$ cat src/rtl/pio_cfg.svh
`ifndef PIO_CFG_SVH
`define PIO_CFG_SVH

// Sizes. At most 15 channels, since channel select 15 is the global page.
`define PIO_NUM_PINS          4
`define PIO_FIFO_DEPTH        8
`define PIO_ADDR_W            8
`define PIO_GLOBAL_CHAN       4'hf

// Register selects, from address bits 3..2.
`define PIO_REG_CMD           2'd0
`define PIO_REG_NCO_STEP      2'd1
`define PIO_REG_SAMPLE_RATE   2'd2
`define PIO_REG_STATUS        2'd3
`define PIO_GREG_FIFO_DATA    2'd0
`define PIO_GREG_FIFO_LEVEL   2'd1

// Command codes written to the command register.
`define PIO_CMD_START_OUTPUT  32'd1
`define PIO_CMD_INPUT_STREAM  32'd3
`define PIO_CMD_STOP          32'd5

// AXI response codes.
`define PIO_RESP_OKAY         2'b00
`define PIO_RESP_SLVERR       2'b10

`endif
$ cat src/rtl/axil_reg_slave.sv
`include "pio_cfg.svh"

module axil_reg_slave (
  input  logic                       clk,
  input  logic                       reset,
  input  logic [`PIO_ADDR_W-1:0]     awaddr,
  input  logic                       awvalid,
  output logic                       awready,
  input  logic [31:0]                wdata,
  input  logic                       wvalid,
  output logic                       wready,
  output logic [1:0]                 bresp,
  output logic                       bvalid,
  input  logic                       bready,
  input  logic [`PIO_ADDR_W-1:0]     araddr,
  input  logic                       arvalid,
  output logic                       arready,
  output logic [31:0]                rdata,
  output logic [1:0]                 rresp,
  output logic                       rvalid,
  input  logic                       rready,
  output logic [`PIO_NUM_PINS-1:0]   chan_wr,
  output logic [1:0]                 reg_sel,
  output logic [31:0]                wr_data,
  input  logic [4*`PIO_NUM_PINS-1:0] chan_status,
  input  logic [31:0]                fifo_head,
  input  logic                       fifo_empty,
  input  logic [3:0]                 fifo_level,
  output logic                       pop
);

  logic [3:0]  wr_chan;
  logic [1:0]  wr_reg;
  logic [3:0]  rd_chan;
  logic [1:0]  rd_reg;
  logic        wr_accept;
  logic        wr_hs;
  logic        rd_hs;
  logic [31:0] rd_word;
  logic [1:0]  rd_resp;
  logic        fifo_rd;

  // Address bits 7..4 pick the channel, bits 3..2 the register.
  assign wr_chan = awaddr[7:4];
  assign wr_reg  = awaddr[3:2];
  assign rd_chan = araddr[7:4];
  assign rd_reg  = araddr[3:2];

  // Address and data are taken together in one cycle.
  assign awready = wr_accept;
  assign wready  = wr_accept;
  assign wr_hs   = wr_accept && awvalid && wvalid;
  assign rd_hs   = arready && arvalid;

  // Writes always succeed, unmapped ones are dropped.
  assign bresp = `PIO_RESP_OKAY;

  always_ff @(posedge clk) begin
    if (reset) begin
      wr_accept <= 1'b0;
      bvalid    <= 1'b0;
      chan_wr   <= '0;
      arready   <= 1'b0;
      rvalid    <= 1'b0;
    end else begin
      wr_accept <= awvalid && wvalid && !bvalid && !wr_accept;
      if (wr_hs) begin
        bvalid <= 1'b1;
      end else if (bready) begin
        bvalid <= 1'b0;
      end
      // Status is read-only, so it gets no strobe.
      for (int i = 0; i < `PIO_NUM_PINS; i++) begin
        chan_wr[i] <= wr_hs && (wr_chan == i) && (wr_reg != `PIO_REG_STATUS);
      end

      arready <= arvalid && !rvalid && !arready;
      if (rd_hs) begin
        rvalid <= 1'b1;
      end else if (rready) begin
        rvalid <= 1'b0;
      end
    end
  end

  always_ff @(posedge clk) begin
    if (wr_hs) begin
      reg_sel <= wr_reg;
      wr_data <= wdata;
    end
  end

  // Read decode.
  always_comb begin
    rd_word = '0;
    rd_resp = `PIO_RESP_OKAY;
    fifo_rd = 1'b0;
    if (rd_chan == `PIO_GLOBAL_CHAN) begin
      if (rd_reg == `PIO_GREG_FIFO_DATA) begin
        if (fifo_empty) begin
          rd_resp = `PIO_RESP_SLVERR;
        end else begin
          rd_word = fifo_head;
          fifo_rd = 1'b1;
        end
      end else if (rd_reg == `PIO_GREG_FIFO_LEVEL) begin
        rd_word = {28'd0, fifo_level};
      end
    end else if ((rd_chan < `PIO_NUM_PINS) && (rd_reg == `PIO_REG_STATUS)) begin
      rd_word = {28'd0, chan_status[rd_chan*4 +: 4]};
    end
  end

  // Data is held until the host takes it.
  always_ff @(posedge clk) begin
    if (rd_hs) begin
      rdata <= rd_word;
      rresp <= rd_resp;
    end
  end

  // Head word was latched above, drop it from the FIFO now.
  assign pop = rd_hs && fifo_rd;

endmodule

$ cat config.mk
export PLATFORM = sky130hd
export DESIGN_NAME = axil_reg_slave
export DESIGN_NICKNAME = d
export VERILOG_FILES = /design/src/rtl/axil_reg_slave.sv
export VERILOG_INCLUDE_DIRS = /design/src /design/src/rtl
export SDC_FILE = /design/constraint.sdc
export NUM_CORES = 1
export LEC_CHECK = 0
export ABC_CLOCK_PERIOD_IN_PS = 5110
export BUFFER_PORTS_ARGS = -buffer_cell sky130_fd_sc_hd__buf_2
export CAP_MARGIN = 20
export CORE_ASPECT_RATIO = 1.75
export CORE_UTILIZATION = 40
export DETAILED_ROUTE_END_ITERATION = 7
export GPL_ROUTABILITY_DRIVEN = 1
export PLACE_DENSITY = 0.78
export SLEW_MARGIN = 25
export SYNTH_ARGS = -nofsm -noshare
export SYNTH_HDL_FRONTEND = slang
export SYNTH_SLANG_ARGS = --single-unit
$ cat constraint.sdc
create_clock -name clk -period 5.11 [get_ports clk]
set_clock_uncertainty 0.2 [all_clocks]
set_input_delay 0 -clock clk [delete_from_list [all_inputs] [get_ports clk]]
set_output_delay 0 -clock clk [all_outputs]
set_load 0.05 [all_outputs]
==> After elaboration in Yosys (flattened, before gate mapping) <==
Cells that the tools add are included.
W data, S select, Z words.
{ "classes": {"magnitude_cmp": 1, "n_eq_ne": 7, "shifts": 1, "n_mux": 13, "reduce_logical": 27} }
{ "ops": {"columns": ["cell", "count"], "rows": [
  ["$mux W32", 3],
  ["$logic_and A1 B1 Y1", 18],
  ["$shiftx A16 B7 Y4", 1],
  ["$eq A4 B2 Y1 const B", 2],
  ["$mux W4", 2],
  ["$mux W1", 7],
  ["$eq A4 B1 Y1 const B", 1],
  ["$eq A4 B4 Y1 const B", 1],
  ["$logic_not A1 Y1", 4],
  ["$logic_not A4 Y1", 1],
  ["$lt A4 B3 Y1 const B", 1],
  ["$reduce_bool A2 Y1", 2],
  ["$eq A2 B1 Y1 const B", 1],
  ["$eq A2 B2 Y1 const B", 1],
  ["$logic_not A2 Y1", 1],
  ["$mux W2", 1],
  ["$ne A2 B2 Y1 const B", 1],
  ["$reduce_and A2 Y1", 1]
]} }
{ "totals": {"register_bits": 76, "in_bits": 108, "out_inout_bits": 80} }

==> Logic depth before layout (Yosys ltp) <==
Gate-level depths: netlist (run 1).
{ "logic_depth": {"depth_word": 4, "mapped_depth": 4} }

==> Worst setup path after synthesis (run 1) <==
OpenSTA, ideal clock, no wires.
{ "synth_path": {"path_kind": "register -> output", "from": "register arready", "to": "output pop", "arrival_ns": 2.174, "required_ns": 4.910, "path_slack_ns": 2.736, "path_stages_with_launch": 3, "path_buffers": 0, "path_cell_list": "dfxtp_1 and2_1 and3_1"} }
{ "synth_between": {"elab_chain_cells": 2} }
{ "synth_rtl": {"columns": ["element", "line", "source"], "rows": [
  ["start, declared", "axil_reg_slave.sv:17", "output logic arready,"],
  ["start signal, assigned", "axil_reg_slave.sv:77", "arready <= arvalid && !rvalid && !arready;"],
  ["$logic_and A1 B1 Y1", "axil_reg_slave.sv:53", "assign rd_hs = arready && arvalid;"],
  ["net rd_hs", "axil_reg_slave.sv:38", "logic rd_hs;"],
  ["$logic_and A1 B1 Y1", "axil_reg_slave.sv:123", "assign pop = rd_hs && fifo_rd;"],
  ["end, declared", "axil_reg_slave.sv:29", "output logic pop"]
]} }
The timed path passes the listed nets, and every way through them passes these cells.

==> results list, run 1 <==
- In the routed layout, each cell is associated on average with a via count of 4.762.
* Required time reported for the critical path endpoint: 5.18 ns
- Post-synthesis share of cell area spent on xor and xnor gates: 0%
- Final-layout setup total negative slack: 0 ns
- Vias in the first global route: 2497
- Fin util: 74.21%
- In this run the deepest clock path goes through 2 buffers.
- Count of state elements after synthesis: 75
* Net total in the final layout: 530
- Number of gates given a new drive strength after cts: 0
* Endpoints failing setup: 0
- Hold Fails Final Rpt: 0
- Hold Path Class: in -> reg
* Library cells used by synthesis: 24
* Fill cell total of the finished layout: 408
- Status: finished, final reports clean
- In this run the power density over the cells is 298.2 nW/µm².
- Counting I/O delays and the setup requirement, the final critical path takes 2.635 ns.
- The die is 64.44 µm wide.
- Share of synthesized cell area in full adder, half adder and majority cells: 0%
- Area added between synthesis and finish: 77.81%
- At the later pin of the worst-skew pair, clock insertion delay measures 0.32 ns.
- Setup repair after global routing missed its margin: false
* Combinational family with the most area after synthesis: simple AND/OR/NAND/NOR gates
* Worst slack, placed: 3.396 ns
* Initial Utilization: 41.73%
- Mean area per synthesized cell: 17.84 µm²
- Data arrives at the worst endpoint at 2.70 ns.
- 188 I/O pins were placed.
* Share of synthesized registers carrying an async set or reset: 0%
- Overall die area: 7169 µm²
* Most repeated cell in the gate-level netlist after synthesis: edfxtp_1
- For this run the aggregate overflow at the end of global routing stands at 0.
* Ys flop type: edfxtp_1
* Synth Area in Simple Gates: 12.33%
- Count of antenna diodes in the layout: 0
* Largest net degree at the start of global routing: 37
- edfxtp_1 takes more of the synthesized area than any other cell.
* YS warnings: 0
- Detailed placement finished with a half-perimeter wire length of 4669 µm.
- Fmax achieved: 0.3795 GHz
- The synthesized design contains 67 enable-type register cells.
* Wire length of the first global-routing pass: 11630 µm
* Pre-Repair DR Iteration Count: 4
- Proportion of layout cells with a drive suffix above 1: 48.95%
- For this design the static power due to leakage is 2.324 nW.
* Post-synthesis compound-gate area fraction: 2.155%
- The congestion estimate from routability-driven global placement came to 0.8290.
- Antenna violations before repair: 0
- The portion of synthesized area spent on multiplexers is 3.301%.
* Worst relative slew slack: 58.03%
- Critical Path Fanout Max: 5
- The worst setup path is launched from a primary input.
- The commonest cells after synthesis are 67 x edfxtp_1, 24 x and3_1, 8 x dfxtp_1.
- Port buffering added 180 buffers.
* Clock buffer count from CTS: 9
- The routed layout has 2424 vias.
- Once layout is complete, the cells apart from fillers number 509.
- After clock tree synthesis, the clock-pin slew on the worst setup and hold paths is 0.06 ns.
* Drt drc: 0
- In the finished design, the share of the clock period the worst path needs comes to 51.57%.
- Synth Cell Area: 2729 µm²
- Inst Count DP: 409
- Number of H-tree branching levels: 3
* Area fraction of the dominant cell type after synthesis: 73.73%
* Measured slew at the worst slew-check pin: 0.6210 ns
- For this run, the register share of the synthesized area comes to 79.60%.
- Hold_ws: 0.1920 ns
* Post-DRT Antenna Nets: 0
- Total Wirelength: 7778 µm
* Setup slack of the critical path after layout: 2.475 ns
- The total area inside the core boundary comes to 6539 µm².
- Sinks on the clock net: 75
* Final count of pins violating max slew: 0
- For this run, the total global-route usage over all layers was measured as 22.42%.
- Across the run, the number of max-cap violations was 0.
- In the post-synthesis netlist, the biggest area contributors are edfxtp_1 74%, dfxtp_1 5.9%, and3_1 5.5%, mux4_2 3.3%, and3_2 1.7%.
* Mapped Cells: 153
- Y dimension of the die: 111.3 µm
- In this run the core area contains 39 standard-cell rows.
* Worst voltage drop across the vdd grid: 0.0001901 V
- The detailed router finished its first iteration with 204 violations.
- Wire length per cell: 15.28 µm
* Clock tree from TritonCTS: built
- STA classifies the critical path endpoint as a register.
* Setup slack of the worst register-to-register path: 2.94 ns
- Root Buffer Master: clkbuf_16
* Worst Path Class, Setup: in -> reg
## registers in the layout (all words and copies together) (netlist names)
register,cells
rdata,32
wr_data,32
chan_wr,4
reg_sel,2
arready,1
awready,1
bvalid,1
rresp,1
rvalid,1
## path summary, 6_finish.rpt
check	from	end	cells past startpoint
worst max-delay path	reset	chan_wr[2]$_SDFF_PP0_	7
worst max register to register	awready$_SDFF_PP0_	chan_wr[2]$_SDFF_PP0_	5
worst min register to register	arready$_SDFF_PP0_	arready$_SDFF_PP0_	1
worst min-delay path	wdata[23]	wr_data[23]$_DFFE_PP_	2
## per-layer routing
layer  GRT usage [%]  part of all wire (%)  wire, µm
met1           21.95                    36      2774
met3           5.350                   6.3       491
met2           40.63                    54      4235
met5               0                     0         0
met4           13.78                   3.5       276
## kinds of logic (layout without fill, tap and decap cells)
family	after synthesis	in the layout
and+or+nand+nor	52	52
AOI/OAI and AO/OA	7	7
DFF	75	75
muxes	4	4
buffers and inverters	14	286
other	1	3
## worst max-delay path, cell delays in order
cell and delay (ns):
dlygate4sd3_1 0.55, buf_2 0.16, a2111oi_0 0.45, dlygate4sd3_1 0.64
nand2_1 0.10, nor3_1 0.22, dlygate4sd3_1 0.59
## metrics by stage
stage / total power, W / cell area [µm²]
2_1_floorplan: 0.0007359 / 2736
3_3_place_gp: 0.0007820 / 3702
3_5_place_dp: 0.0007852 / 3702
4_1_cts: 0.001455 / 4852
5_1_grt: 0.001492 / 4852
6_report: 0.001447 / 4852
## timing repair
item                      CTS  global route
buffers inserted            0             0
hold buffers               84             0
hold endpoints to repair   75             0
## placed cells by master (no fill, tap or decap), types with 2 or more instances in the layout
cell and n:
edfxtp_1 67, mux4_2 4, dlygate4sd3_1 84, conb_1 3
buf_4 2, nor3_1 4, and2_1 6, a221o_1 4
dfxtp_1 8, and3_1 24, inv_1 4, a21oi_1 2
and3_2 6, nand2_1 2, nor2_1 2, clkbuf_16 11
clkinv_2 2, buf_2 180
## report_power, final
group	internal [W]	total (W)	leakage (nW)	switching (W)
Clock	0.000400	0.000624	0.156	0.000225
Sequential	0.000673	0.000675	0.729	0.00000221
Combinational	0.0000800	0.000147	1.44	0.0000673
## layout make-up
class / instances / area, µm² / area share, %
repair buffers: 266 / 1757 / 36.20
inverters: 4 / 15.01 / 0.3094
multi-input cells: 66 / 496.7 / 10.24
flip-flops and latches: 75 / 2172 / 44.77
clock inverters: 3 / 16.27 / 0.3352
well taps: 82 / 102.6 / 2.114
clock buffers: 13 / 292.8 / 6.034
No activity file was read; power rests on OpenSTA's default activity.
==> inputs of run 2 (changes only) <==
- ABC_CLOCK_PERIOD_IN_PS: 5110 -> 2750
- clock period: 5.11 -> 2.75 ns (I/O delays scaled with it)
==> run 2 against run 1 <==
Net effect:
- clock power grew 73%
- via count decreased by 0.99%
- design area shrank 0.34%
- first-iteration DRC count is 15% higher
- sequential share of layout area increased by 0.15 points
- hold slack got worse by 0.00081 ns
- wire length grew 1.2%
- combinational power rose by 87%
- critical endpoint unchanged
==> results list, run 2 (same netlist as run 1, synthesis figures left out) <==
* First DRT Iteration DRCs: 234 (+15%)
- Worst-skew pair later-pin latency: 0.33 ns (about the same)
* Final Critical Period: 2.620 ns
* Worst relative slew slack: 60.66% (+2.6 points)
* Post-CTS Setup Bufs: 0 (unchanged)
* Largest net degree at the start of global routing: 37 (unchanged)
- Portion of total power attributed to combinational logic: 10.6% (+0.4 points)
* Area of the core region: 6539 µm² (unchanged)
- Top Registers: rdata x32, wr_data x32, chan_wr x4
- Routability congestion estimate: 0.8382 (+1.1%)
* Total Wirelength: 7872 µm (+1.2%)
- The number of standard-cell rows in the floorplan came to 39 (unchanged).
* Hold Path Class: in -> reg
- The via total after detailed routing was 2400 (-0.99%).
- The number of sinks handled by clock tree synthesis came to 75 (unchanged).
- The aggregate global-route resource usage is 23.22% (+0.80 points).
* Fmax achieved: 0.3817 GHz
- In the layout the commonest cells are 180 x buf_2, 85 x dlygate4sd3_1, 67 x edfxtp_1, 24 x and3_1, 9 x clkbuf_16.
- Clock buffer count from CTS: 9 (unchanged)
* Startpoint Class: primary input
- Worst voltage drop across the vdd grid: 0.0003083 V (+62%)
- The vertical die dimension came to 111.3 µm (unchanged).
- Overall die area: 7169 µm² (unchanged)
* Worst Path Class, Setup: in -> reg
- Initial Utilization: 41.73% (unchanged)
- STA classifies the critical path endpoint as a register.
- The setup-violating endpoint count in the final report came to 0 (unchanged).
- Die width: 64.44 µm (unchanged)
- Pre-Repair DR Iteration Count: 4 (unchanged)
- Critical Path Sink: chan_wr[2]$_SDFF_PP0_
- The internal portion of total power came to 0.002058 W (+79%).
- The combined area of the multi-input logic cells came to 498.0 µm² (+0.25%).
- The biggest fanout along the worst timing path is 5 (unchanged).
- The final HPWL from detailed placement was 4736 µm (+1.4%).
- Final count of pins violating max slew: 0 (unchanged)
- The switching share of power came to 21.00% (+0.66 points).
* Count of antenna diodes in the layout: 0 (unchanged)
- The tree is rooted in a clkbuf_16.
- Wire length per cell: 15.44 µm (+1.0%)
- Critical register-to-register path endpoint: chan_wr[2]$_SDFF_PP0_
- The aggregate negative setup slack is 0 ns (unchanged).
* Vias in the first global route: 2593 (+3.8%)
* Setup slack of the worst register-to-register path: 0.53 ns (-2.41 ns)
* Setup repair after global routing missed its margin: false
- Count of cells along the worst register-to-register path: 5 (unchanged)
- Port bufs: 180 (unchanged)
- The initial antenna violation count came to 0 (unchanged).
- The static power due to leakage came to 2.317 nW (-0.29%).
- The count of fill cells added during filler insertion came to 428 (+4.9%).
- The remaining design rule violation count was 0 (unchanged).
- The number of nets in the finished design came to 531 (+0.19%).
- The arrival time at the worst endpoint was 2.69 ns (about the same).
- Sequential cell area: 2172 µm² (unchanged)
* R2R Path Start: awready$_SDFF_PP0_
- Via-to-Cell Ratio: 4.706 (-1.2%)
- Final cell count without fillers: 510 (+0.20%)
* Status: finished, final reports clean
- Inst Count DP: 409 (unchanged)
- Most common library cell in the layout ignoring fill and taps: buf_2
- The critical path data required time came to 2.82 ns (-2.36 ns).
* Clock tree from TritonCTS: built
- The number of hold violations in the final report is 0 (unchanged).
- Clock input transition at the sequential cells of the worst setup and hold paths: 0.06 ns (about the same)
- Measured slew at the worst slew-check pin: 0.5822 ns (-0.03885 ns)
- Switch Pwr: 0.0005469 W (+86%)
- Wire length of the first global-routing pass: 12100 µm (+4.1%)
- The top-level port count came to 188 (unchanged).
* Power share of the sequential group: 48.2% (+1.5 points)
- Fraction of power consumed by the clock network: 41.3% (-1.9 points)
* Fraction of the cycle the final worst path needs: 95.28%
* Maximum count of clock buffers along a single path: 2 (unchanged)
- The critical path starts at reset.
* Area added between synthesis and finish: 77.21%
- Total global routing overflow: 0 (unchanged)
- The power density over cell area came to 538.6 nW/µm² (+81%).
- The remaining number of nets flagged by the antenna check after routing was 0 (unchanged).
- Max-cap violation count: 0 (unchanged)
* Proportion of layout cells with a drive suffix above 1: 48.83% (-0.11 points)
* Number of H-tree branching levels: 3 (unchanged)
## run 2: cell count changes in the layout (fill, tap and decap cells not counted)
| cell | change |
|---|---|
| clkbuf_16 | -2 |
| clkinv_4 | +1 |
| a2111oi_1 | +1 |
| a2111oi_0 | -1 |
| clkbuf_8 | +1 |
| dlygate4sd3_1 | +1 |
## run 2: per-layer routing
layer	GRT usage [%]	vias to the layer above	share of wire, %
li1	-	1134	-
met1	21.56	1107	34
met2	43.72	141	56
met3	7.305	18	7.2
met4	10.81	0	3.0
met5	0	-	0
## run 2: timing repair
action                                 in CTS  in global routing
endpoints found under the hold margin      75                  0
hold buffers                               85                  0
setup endpoints to repair                   0                  1
resized for setup                           0                  1
## run 2: area by class of cell
type                            instances  share of cell area, %
Sequential cell                        75                  44.92
Timing Repair Buffer                  267                  36.53
Multi-Input combinational cell         66                  10.30
Clock buffer                           12                  5.304
Tap cell                               82                  2.122
Clock inverter                          4                 0.5175
Inverter                                4                 0.3105
## run 2: stage by stage
| stage | setup slack [ns] | hold WS, ns | util, % | area (µm²) | total power [W] |
|---|---|---|---|---|---|
| 2_1_floorplan | 0.3762 | -0.1276 | - | 2736 | 0.001367 |
| 3_3_place_gp | 1.072 | -0.02349 | 56.62 | 3702 | 0.001453 |
| 3_5_place_dp | 1.039 | -0.02118 | 56.62 | 3702 | 0.001459 |
| 4_1_cts | 0.3924 | 0.1760 | 73.94 | 4835 | 0.002616 |
| 5_1_grt | 0.03366 | 0.1865 | 73.96 | 4836 | 0.002697 |
| 6_report | 0.1299 | 0.1912 | 73.96 | 4836 | 0.002605 |
## run 2: critical path, cell delays in order
cell	delay [ns]
dlygate4sd3_1	0.55
buf_2	0.17
a2111oi_1	0.42
dlygate4sd3_1	0.61
nand2_1	0.11
nor3_1	0.23
dlygate4sd3_1	0.59
## run 2: worst min-delay path by stage
stage	startpoint	to	slack, ns	depth (start not counted)
3_5_place_dp	wdata[14]	wr_data[14]$_DFFE_PP_	-0.02	1
5_1_grt	wdata[7]	wr_data[7]$_DFFE_PP_	0.19	2
6_report	wdata[24]	wr_data[24]$_DFFE_PP_	0.19	2
2_1_floorplan	reset	bvalid$_SDFFE_PP0P_	-0.13	1
4_1_cts	wdata[18]	wr_data[18]$_DFFE_PP_	0.18	2
3_3_place_gp	wdata[24]	wr_data[24]$_DFFE_PP_	-0.02	1
## run 2: power by group through the flow
| stage | Sequential, W | Clock, W | Combinational, W |
|---|---|---|---|
| after floorplan | 0.00132 | 0 | 0.0000483 |
| after global placement | 0.00128 | 0 | 0.000176 |
| after detailed placement | 0.00128 | 0 | 0.000182 |
| after CTS | 0.00125 | 0.00109 | 0.000269 |
| after global routing | 0.00125 | 0.00115 | 0.000293 |
| final | 0.00125 | 0.00108 | 0.000275 |
==> inputs of run 3 (changes only) <==
==> constraint.sdc (replaced) <==
create_clock -name clk -period 2.75 [get_ports clk]
set_clock_uncertainty 0.2 [all_clocks]
set_input_delay 0.6875 -clock clk [delete_from_list [all_inputs] [get_ports clk]]
set_output_delay 0.6875 -clock clk [all_outputs]
set_load 0.05 [all_outputs]
==> run 3 against run 2 <==
Net effect:
- hold slack improved by 0.044 ns
- core utilization fell by 12 points
- flip-flop and latch count did not move
- critical path depth fell by 3
- clock power rose by 6%
- sequential share of layout area rose by 9.0 points
- fmax rose by 9.0%
- critical path type is now in -> out
- largest cell class unchanged
==> results list, run 3 (same netlist as run 1, synthesis figures left out) <==
- Port bufs: 180 (unchanged)
- The switching share of power was 19.74% (-1.3 points).
- In the layout the commonest cells are 180 x buf_2, 67 x edfxtp_1, 23 x and3_1, 10 x clkbuf_16, 8 x dfxtp_1.
- Count of antenna diodes in the layout: 0 (unchanged)
- The aggregate routed wire length is 6043 µm (-23%).
- Worst voltage drop across the vdd grid: 0.0003192 V (+3.5%)
* Pre-Repair DR Iteration Count: 4 (unchanged)
- Number of H-tree branching levels: 3 (unchanged)
- The reported max-cap violation count came to 0 (unchanged).
- Hold Path Class: reg -> reg
- Launching element of the worst setup path: araddr[2]
- Worst-skew pair later-pin latency: 0.32 ns (about the same)
- The via total after detailed routing is 2024 (-16%).
- Status: finished, final reports clean
- Drt drc: 0 (unchanged)
* Wire length per cell: 14.15 µm (-8.3%)
* Endpoints failing setup: 0 (unchanged)
- Total global routing overflow: 0 (unchanged)
* Fill cell total of the finished layout: 527 (+23%)
- The remaining number of nets flagged by the antenna check after routing came to 0 (unchanged).
- Vias in the first global route: 1944 (-25%)
* Initial Utilization: 41.73% (unchanged)
- Area of the core region: 6539 µm² (unchanged)
- The arrival time at the worst endpoint is 1.52 ns (-1.17 ns).
- The combinational share of power was 7.1% (-3.5 points).
* Fraction of the cycle the final worst path needs: 87.44% (-7.8 points)
- Required time reported for the critical path endpoint: 1.86 ns (-0.96 ns)
- Routability congestion estimate: 0.8476 (+1.1%)
* Met3 capacity usage during global routing: 4.527% (-2.8 points)
* Leakage power: 1.963 nW (-15%)
- The core utilization of the finished layout came to 61.60% (-12 points).
- The startpoint identified for the worst hold timing path is arready$_SDFF_PP0_.
* Final-layout setup total negative slack: 0 ns (unchanged)
* Clock tree from TritonCTS: built
- I/O pin count: 188 (unchanged)
- Fmax achieved: 0.4159 GHz (+9.0%)
- Global-route layer with the greatest usage: met2
- Met1 GRT Util: 18.42% (-3.1 points)
* Kind of capture point of the worst setup path: output pin
- Final count of pins violating max slew: 0 (unchanged)
- Most common library cell in the layout ignoring fill and taps: buf_2
* Via-to-Cell Ratio: 4.740 (+0.73%)
- Y dimension of the die: 111.3 µm (unchanged)
- HPWL after detailed placement: 4806 µm (+1.5%)
- Hold_ws: 0.2349 ns (+0.04366 ns)
- Total power per unit cell area: 638.4 nW/µm² (+19%)
* First DRT Iteration DRCs: 114 (-51%)
- The number of standard-cell rows in the floorplan was 39 (unchanged).
* Measured slew at the worst slew-check pin: 0.5743 ns (-0.007854 ns)
* Post-CTS Setup Bufs: 0 (unchanged)
- The maximum root-to-sink buffer count was 2 (unchanged).
- Hold Fails Final Rpt: 0 (unchanged)
- Fraction of power consumed by the clock network: 44.2% (+2.9 points)
* Area added between synthesis and finish: 47.59%
- Sinks on the clock net: 75 (unchanged)
* Worst relative slew slack: 61.19% (+0.53 points)
- Overall die area: 7169 µm² (unchanged)
- The worst setup path is launched from a primary input.
- The minimum clock period after layout came to 2.405 ns (-0.2156 ns).
- The internal portion of total power is 0.002064 W (+0.28%).
- Critical Path Fanout Max: 4 (-1)
* Top Registers: rdata x32, wr_data x32, chan_wr x4
* Antenna violations before repair: 0 (unchanged)
* Power share of the sequential group: 48.8% (+0.6 points)
* Number of gates given a new drive strength after cts: 0 (unchanged)
* R2R Path Start: awready$_SDFF_PP0_
- GR Util met2: 30.60% (-13 points)
- Wire length of the first global-routing pass: 9149 µm (-24%)
- Setup repair after global routing missed its margin: false
* Largest net degree at the start of global routing: 37 (unchanged)
- Root Buffer Master: clkbuf_16
- The number of hold buffers added after cts is 0 (-100%).
- Clock input transition at the sequential cells of the worst setup and hold paths: 0.05 ns (about the same)
- The number of nets in the finished design came to 448 (-16%).
* Clock buffer count from CTS: 9 (unchanged)
- Switch Pwr: 0.0005075 W (-7.2%)
- The aggregate global-route resource usage came to 17.70% (-5.5 points).
- Proportion of layout cells with a drive suffix above 1: 62.03% (+13 points)
* Die width: 64.44 µm (unchanged)
- The setup path with the least slack is of type in -> out.
## run 3: layout make-up
type,count,area (µm²),area share (%)
multi-input cells,66,499.2,12.40
well taps,82,102.6,2.547
flip-flops and latches,75,2172,53.93
clock buffers,13,291.5,7.238
clock inverters,3,16.27,0.4039
repair buffers,184,930.9,23.11
inverters,4,15.01,0.3728
## run 3: final timing paths
check	end	slack, ns	depth (start not counted)
max reg2reg	chan_wr[0]$_SDFF_PP0_	1.23	4
min reg2reg	arready$_SDFF_PP0_	0.23	1
max	pop	0.35	4
min	arready$_SDFF_PP0_	0.23	1
## run 3: power by group through the flow
| stage | combinational, W | clock (W) | sequential (W) |
|---|---|---|---|
| after global routing | 0.000195 | 0.00122 | 0.00125 |
| final | 0.000182 | 0.00114 | 0.00125 |
| after CTS | 0.000183 | 0.00116 | 0.00125 |
| after floorplan | 0.0000485 | 0 | 0.00132 |
| after global placement | 0.000179 | 0 | 0.00128 |
| after detailed placement | 0.000183 | 0 | 0.00128 |
## run 3: layer usage
layer	wire length, µm	vias to the layer above	part of all wire, %
li1	-	962	-
met1	2119	911	35
met2	3205	134	53
met3	518	17	8.6
met4	200	0	3.3
met5	0	-	0
## run 3: metrics by stage
step | worst slack, ns | std cells | cell area, µm² | total power, W
floorplan | 0.09817 | 155 | 2739 | 0.001367
global placement | 0.3476 | 411 | 3720 | 0.001456
detailed placement | 0.3512 | 411 | 3720 | 0.001461
CTS | 0.3467 | 427 | 4028 | 0.002601
global route | 0.3308 | 427 | 4028 | 0.002668
finish | 0.3455 | 427 | 4028 | 0.002571
## run 3: critical path: stages
cell      delay, ns
buf_2          0.12
and4bb_2       0.29
and3_2         0.17
buf_2          0.25
